File: src/source/sfu_config.svh
`ifndef SFU_CONFIG_SVH
`define SFU_CONFIG_SVH

// ===================================================================
// Seed tables and iteration count
// ===================================================================

// Width of one seed table entry, Q1.15
`define SFU_SEED_BITS 16
// Mantissa bits used to index the seed tables
`define SFU_SEED_INDEX_BITS 8
// Newton-Raphson iterations per operation
`define SFU_NR_ITERATIONS 2
// Width of the stored internal products
`define SFU_PROD_BITS 48

// ===================================================================
// Single precision constants
// ===================================================================

`define SFU_EXP_BIAS 127
`define SFU_QNAN 32'h7FC0_0000
`define SFU_POS_INF 32'h7F80_0000
`define SFU_NEG_INF 32'hFF80_0000

`endif
File: src/source/sfu_pkg.sv
package sfu_pkg;

    // ===================================================================
    // Operation and error codes
    // ===================================================================

    // Code 3 has no function and is rejected by the front end
    typedef enum logic [1:0] {
        SFU_RCP  = 2'd0,
        SFU_RSQ  = 2'd1,
        SFU_SQRT = 2'd2
    } sfu_op_t;

    typedef enum logic [2:0] {
        ERR_NONE      = 3'd0,
        ERR_DIV_ZERO  = 3'd1,
        ERR_NEGATIVE  = 3'd2,
        ERR_NAN_INPUT = 3'd3,
        ERR_BAD_OP    = 3'd4
    } sfu_err_t;

    // ===================================================================
    // Operand views
    // ===================================================================

    typedef struct packed {
        logic        sign;
        logic [7:0]  exponent;
        logic [22:0] mantissa;
    } fp32_fields_t;

    // Raw word for passing special values through, fields for arithmetic
    typedef union packed {
        logic [31:0]  raw;
        fp32_fields_t fields;
    } fp32_u;

    // Operand class, denormals count as zero
    typedef struct packed {
        logic is_nan;
        logic is_inf;
        logic is_zero;
        logic is_neg;
        logic is_normal;
    } sfu_class_t;

endpackage

File: src/source/sfu_special_case.sv
`timescale 1ns/1ps
`include "sfu_config.svh"

module sfu_special_case
    import sfu_pkg::*;
(
    input  sfu_op_t     op,
    input  fp32_u       operand,
    output logic        is_special,
    output logic [31:0] special_value,
    output sfu_err_t    err
);

    sfu_class_t cls;
    logic       exp_min;
    logic       exp_max;
    logic       man_zero;

    // ===================================================================
    // Operand classification
    // ===================================================================

    assign exp_min  = (operand.fields.exponent == 8'h00);
    assign exp_max  = (operand.fields.exponent == 8'hFF);
    assign man_zero = (operand.fields.mantissa == 23'd0);

    always_comb begin
        cls.is_nan    = exp_max && !man_zero;
        cls.is_inf    = exp_max && man_zero;
        // Denormals are flushed, so any zero exponent is a zero
        cls.is_zero   = exp_min;
        cls.is_neg    = operand.fields.sign;
        cls.is_normal = !exp_min && !exp_max;
    end

    // ===================================================================
    // Special results, checked in priority order
    // ===================================================================

    always_comb begin
        is_special    = 1'b1;
        special_value = `SFU_QNAN;
        err           = ERR_NONE;
        if (cls.is_nan) begin
            err = ERR_NAN_INPUT;
        end else begin
            case (op)
                SFU_RCP: begin
                    if (cls.is_zero) begin
                        special_value = operand.raw[31] ? `SFU_NEG_INF : `SFU_POS_INF;
                        err           = ERR_DIV_ZERO;
                    end else if (cls.is_inf) begin
                        // Signed zero with the operand sign
                        special_value = {operand.raw[31], 31'd0};
                    end else begin
                        is_special = 1'b0;
                    end
                end
                SFU_RSQ, SFU_SQRT: begin
                    // minus zero is a zero here, not a negative
                    if (cls.is_neg && !cls.is_zero) begin
                        err = ERR_NEGATIVE;
                    end else if (cls.is_zero) begin
                        special_value = (op == SFU_RSQ) ? `SFU_POS_INF : 32'd0;
                        err           = (op == SFU_RSQ) ? ERR_DIV_ZERO : ERR_NONE;
                    end else if (cls.is_inf) begin
                        // Plus infinity passes straight through for SQRT
                        special_value = (op == SFU_RSQ) ? 32'd0 : operand.raw;
                    end else begin
                        is_special = 1'b0;
                    end
                end
                default: begin
                    err = ERR_BAD_OP;
                end
            endcase
        end
    end

    // Each known operand falls in exactly one class
    a_one_class: assert final ($isunknown(operand.raw) ||
        $onehot({cls.is_nan, cls.is_inf, cls.is_zero, cls.is_normal}));

endmodule

File: config.mk
export PLATFORM = sky130hd
export DESIGN_NAME = sfu_special_case
export DESIGN_NICKNAME = d
export VERILOG_FILES = /design/src/source/sfu_pkg.sv /design/src/source/sfu_special_case.sv
export VERILOG_INCLUDE_DIRS = /design/src /design/src/source
export SDC_FILE = /design/constraint.sdc
export NUM_CORES = 1
export LEC_CHECK = 0
export ABC_CLOCK_PERIOD_IN_PS = 2390
export BUFFER_PORTS_ARGS = -buffer_cell sky130_fd_sc_hd__clkbuf_2
export CORE_MARGIN = 5
export CORE_UTILIZATION = 35
export DETAILED_ROUTE_END_ITERATION = 16
export PLACE_DENSITY_LB_ADDON = 0.15
export SLEW_MARGIN = 25
export SYNTH_ARGS = -nofsm -noshare
export SYNTH_HDL_FRONTEND = slang
export SYNTH_SLANG_ARGS = --single-unit
File: constraint.sdc
create_clock -name vclk -period 2.39
set_input_delay 0.3585 -clock vclk [all_inputs]
set_output_delay 0.3585 -clock vclk [all_outputs]
set_load 0.01 [all_outputs]
* Word level (Yosys, flattened, before mapping)
Cells that the tools add are included.
Cells by class: bitwise operators 0, reductions and logical operators 9, mux-type cells 21, $lt $le $gt $ge 0, shift operators 0, multiply operators 0, divide/modulo/power cells 0, equal/unequal tests 3, add/sub/neg operators 0
Operators with widths (count):
- 2-to-1 mux 32 bit | 8
- case mux 32 bit (2 select lines) | 1
- 2-to-1 mux 31 bit | 1
- logical NOT 23 bit | 1
- == test 8 bit (second input constant) | 1
- logical NOT 8 bit | 1
- 2-to-1 mux 1 bit | 7
- case mux 3 bit (2 select lines) | 1
- logical AND 1 bit | 3
- 2-to-1 mux 3 bit | 1
- == test 2 x 1 -> 1 bit (second input constant) | 1
- == test 2 bit (second input constant) | 1
- logical NOT 1 bit | 2
- logical NOT 2 bit | 1
- 2-to-1 mux 2 bit | 1
- case mux 1 bit (2 select lines) | 1
- OR reduction 2 bit | 1
Storage, ports and cells: output and inout bits 36, memories kept 0, bits in read-only memories 0, register bits 0, memory bits (writable) 0, bits in latches 0, logic and storage cells 33

* Depth between registers and ports, before layout
depth after elaboration 7, depth in mapped cells 6, depth with buffers taken out 6

* Worst setup path before layout
OpenSTA, ideal clock, no wires.
path type input to output, from in operand[29] in the netlist's numbering, to out special_value[23], setup slack 0.372 ns, arrival 1.660 ns, cell stages on the path 5, path buffers 0, cell sequence or4_4 > nor2_4 > o21bai_4 > nand3_4 > a221o_1
On the way: word-level cells in the longest chain between the ends 7
Ends and longest elaborated chain:
- start, declared | RTL line sfu_special_case.sv:8 | input fp32_u operand,
- == test 8 bit | RTL line sfu_special_case.sv:24 | assign exp_max = (operand.fields.exponent == 8'hFF);
- logical AND 1 bit | RTL line sfu_special_case.sv:29 | cls.is_inf = exp_max && man_zero;
- 2-to-1 mux 32 bit | RTL line sfu_special_case.sv:66 | end else if (cls.is_inf) begin
- 2-to-1 mux 32 bit | RTL line sfu_special_case.sv:63 | end else if (cls.is_zero) begin
- 2-to-1 mux 32 bit | RTL line sfu_special_case.sv:61 | if (cls.is_neg && !cls.is_zero) begin
- case mux 32 bit (2 select lines) | RTL line sfu_special_case.sv:47 | case (op)
- 2-to-1 mux 32 bit (*) | RTL line sfu_special_case.sv:44 | if (cls.is_nan) begin
- end, declared | RTL line sfu_special_case.sv:10 | output logic [31:0] special_value,
Mark *: on every way between the ends. The rest lies on a longest branch, timed or not.

* Final worst setup path
from in operand[29] in the netlist's numbering, to out special_value[28]
Same word-level chain as after synthesis.

==> load_flow_metrics.sql <==
INSERT INTO impl_metrics (metric_group, metric, value, unit) VALUES
('synth', 'netlist_area_before_placement', '598', 'sq um'),
('global_route', 'grt_pass1_vias', '584', ''),
('global_route', 'grt_resource_usage_total', '0.108', ''),
('clock_network', 'cts.repair_timing.setup_buffer_count', '0', ''),
('critical_path', 'startpoint', 'operand[29]', ''),
('power', 'powerDensity', '166', 'nW/um^2'),
('synth', 'synth-seq-area-share', '0', ''),
('synth', 'ys.warnings.count', '0', ''),
('clock_network', 'cts_resized', '0', ''),
('finish', 'top_library_cells_by_usage_in_the_layout_fill_and_taps_aside', '48 x sky130_fd_sc_hd__clkbuf_2, 22 x sky130_fd_sc_hd__conb_1, 8 x sky130_fd_sc_hd__a221o_1', ''),
('route', 'totalWireLength', '1570', 'um'),
('floorplanning', 'top_level_ports', '70', ''),
('finish', 'syn_to_final_growth', '27.6', '%'),
('finish', 'mostFrequentLayoutCell', 'sky130_fd_sc_hd__clkbuf_2', ''),
('hold_path', 'min_from', 'operand[31]', ''),
('synth', 'yosysTopAreaCell', 'sky130_fd_sc_hd__buf_4', ''),
('global_route', 'grt_antenna_before_repair', '0', ''),
('sta', 'whs', '1050', 'ps'),
('sta', 'timing_hold_violations_final', '0', ''),
('floorplanning', 'initial_utilization', '0.358', ''),
('floorplanning', 'horizontal_extent_of_the_die', '51.3', 'um'),
('route', 'wire_per_inst', '11.2', 'um'),
('sta', 'setup_violations', '0', ''),
('hold_path', 'hold_path_depth', '4', ''),
('finish', 'register_area', '0', 'sq um'),
('sta', 'layout_min_cycle_time', '2300', 'ps'),
('hold_path', 'hold_path.class', 'input pin to output pin', ''),
('synth', 'cell_types_with_the_largest_area_share_after_synthesis', 'sky130_fd_sc_hd__buf_4 28%, sky130_fd_sc_hd__a221o_1 13%, sky130_fd_sc_hd__ha_1 6.3%, sky130_fd_sc_hd__nor4_1 4.2%, sky130_fd_sc_hd__nor4_2 4.2%', ''),
('floorplanning', 'core_area', '1670', 'sq um'),
('power', 'total_power', '127', 'uW'),
('sta', 'rsz0062_at_grt', 'false', ''),
('outcome', 'run_status', 'complete, no violations', ''),
('placement', 'place_congestion', '0.787', ''),
('route', 'routed-via-count', '660', ''),
('route', 'drtPass1Iterations', '4', ''),
('route', 'postRouteAntennaNets', '0', ''),
('power', 'power_leakage', '0.000397', 'uW'),
('route', 'drt_iter0_markers', '12', ''),
('clock_network', 'cts-hold-fix-buffers', '0', ''),
('synth', 'yosysTopAreaCellShare', '0.276', ''),
('synth', 'synth_cells', '77', ''),
('finish', 'design.seq.count', '0', ''),
('critical_path', 'worstPathMaxFanout', '8', ''),
('global_route', 'grt_pass1_wl', '2350', 'um'),
('finish', 'layout.nets', '162', ''),
('sta', 'fin_tns_setup', '0', 'ps'),
('critical_path', 'cp_data_required_time', '2030', 'ps'),
('finish', 'num-clock-buffers', '0', ''),
('run', 'max_cap_violations', '0', ''),
('route', 'vias_per_cell', '4.71', ''),
('critical_path', 'criticalPathCategory', 'input pin to output pin', ''),
('placement', 'io_buffers', '48', ''),
('floorplanning', 'die_extent_in_y', '51.3', 'um'),
('sta', 'timing.final.max_slew_violations', '0', ''),
('critical_path', 'start_kind', 'input pin', ''),
('critical_path', 'arrival_time_of_the_worst_setup_path', '1940', 'ps'),
('sta', 'layout_worst_path_cycle_share', '0.962', ''),
('power', 'peakVddDrop', '0.0000551', 'V'),
('critical_path', 'worstSetupEndpointType', 'output pin', ''),
('finish', 'insertedDiodeCount', '0', ''),
('floorplanning', 'floorplan.die_area', '2640', 'sq um'),
('placement', 'dp_wirelength', '1440', 'um'),
('sta', 'clock.fmax', '0.435', 'GHz'),
('global_route', 'grt_ovf', '0', ''),
('floorplanning', 'floorplan.rows', '15', ''),
('global_route', 'grt_max_degree', '12', ''),
('route', 'drc', '0', ''),
('finish', 'drive_gt1_frac', '0.472', ''),
('synth', 'yosysUniqueCellTypes', '31', ''),
('synth', 'postSynthAreaPerCell', '7.77', 'sq um');
[per-layer routing]
| layer | part of all wire | track usage |
|---|---|---|
| met2 | 0.51 | 0.206 |
| met5 | 0 | 0 |
| met4 | 0.0076 | 0.00873 |
| met3 | 0.068 | 0 |
| met1 | 0.41 | 0.141 |
[through the flow]
| stage | area (sq um) | instances | util | worst slack (ps) |
|---|---|---|---|---|
| 2_1_floorplan | 677 | 98 | - | 372 |
| 3_3_place_gp | 763 | 140 | 0.457 | 125 |
| 3_5_place_dp | 763 | 140 | 0.457 | 100 |
| 4_1_cts | 763 | 140 | 0.457 | 97.6 |
| 5_1_grt | 763 | 140 | 0.457 | 20.9 |
| 6_report | 763 | 140 | 0.457 | 90.4 |
[cell usage after synthesis]
cell,count
sky130_fd_sc_hd__o21ai_2,1
sky130_fd_sc_hd__nand4bb_1,1
sky130_fd_sc_hd__buf_2,1
sky130_fd_sc_hd__o21bai_4,1
sky130_fd_sc_hd__o22ai_1,1
sky130_fd_sc_hd__mux2i_1,1
sky130_fd_sc_hd__nand2_4,1
sky130_fd_sc_hd__nor3_1,1
sky130_fd_sc_hd__o21ai_1,1
sky130_fd_sc_hd__conb_1,1
sky130_fd_sc_hd__nor2b_1,1
sky130_fd_sc_hd__nand3_1,1
sky130_fd_sc_hd__dlymetal6s2s_1,1
sky130_fd_sc_hd__or3_1,1
sky130_fd_sc_hd__o41ai_1,1
sky130_fd_sc_hd__a21oi_1,1
sky130_fd_sc_hd__nand4_1,3
sky130_fd_sc_hd__or4_4,2
sky130_fd_sc_hd__buf_4,22
sky130_fd_sc_hd__nor2_1,3
sky130_fd_sc_hd__a41oi_1,1
sky130_fd_sc_hd__ha_1,3
sky130_fd_sc_hd__o21ai_0,2
sky130_fd_sc_hd__inv_1,6
sky130_fd_sc_hd__nor4_1,4
sky130_fd_sc_hd__nand2_1,2
sky130_fd_sc_hd__nor2_4,1
sky130_fd_sc_hd__and2_1,1
sky130_fd_sc_hd__nand3_4,1
sky130_fd_sc_hd__a221o_1,8
sky130_fd_sc_hd__nor4_2,2
[worst paths after layout]
path                end  slack [ps]
max   special_value[28]          90
min   special_value[31]        1050
[worst max-delay path, stage by stage]
cell and delay (ps):
sky130_fd_sc_hd__clkbuf_2 90, sky130_fd_sc_hd__or4_4 560, sky130_fd_sc_hd__nor2_4 170, sky130_fd_sc_hd__o21bai_4 170
sky130_fd_sc_hd__nand3_4 130, sky130_fd_sc_hd__a221o_1 330, sky130_fd_sc_hd__clkbuf_2 130
[kinds of logic after synthesis]
logic type / share of synthesized area
AND/OR/NAND/NOR: 0.318
multiplexers: 0.0167
other: 0.00627
AO/OA/AOI/OAI: 0.253
buffers and inverters: 0.343
adder cells (fa/ha/maj): 0.0628
[area by class of cell]
class              instances  area, sq um
inverters                  6         22.5
well taps                 17         21.3
fillers                  187          907
multi-input cells         68          472
repair buffers            49          248
[power by group]
part           internal [uW]  switching, uW
Clock                      0              0
Sequential                 0              0
Combinational           56.3           70.3
No activity file was read; power rests on OpenSTA's default activity.
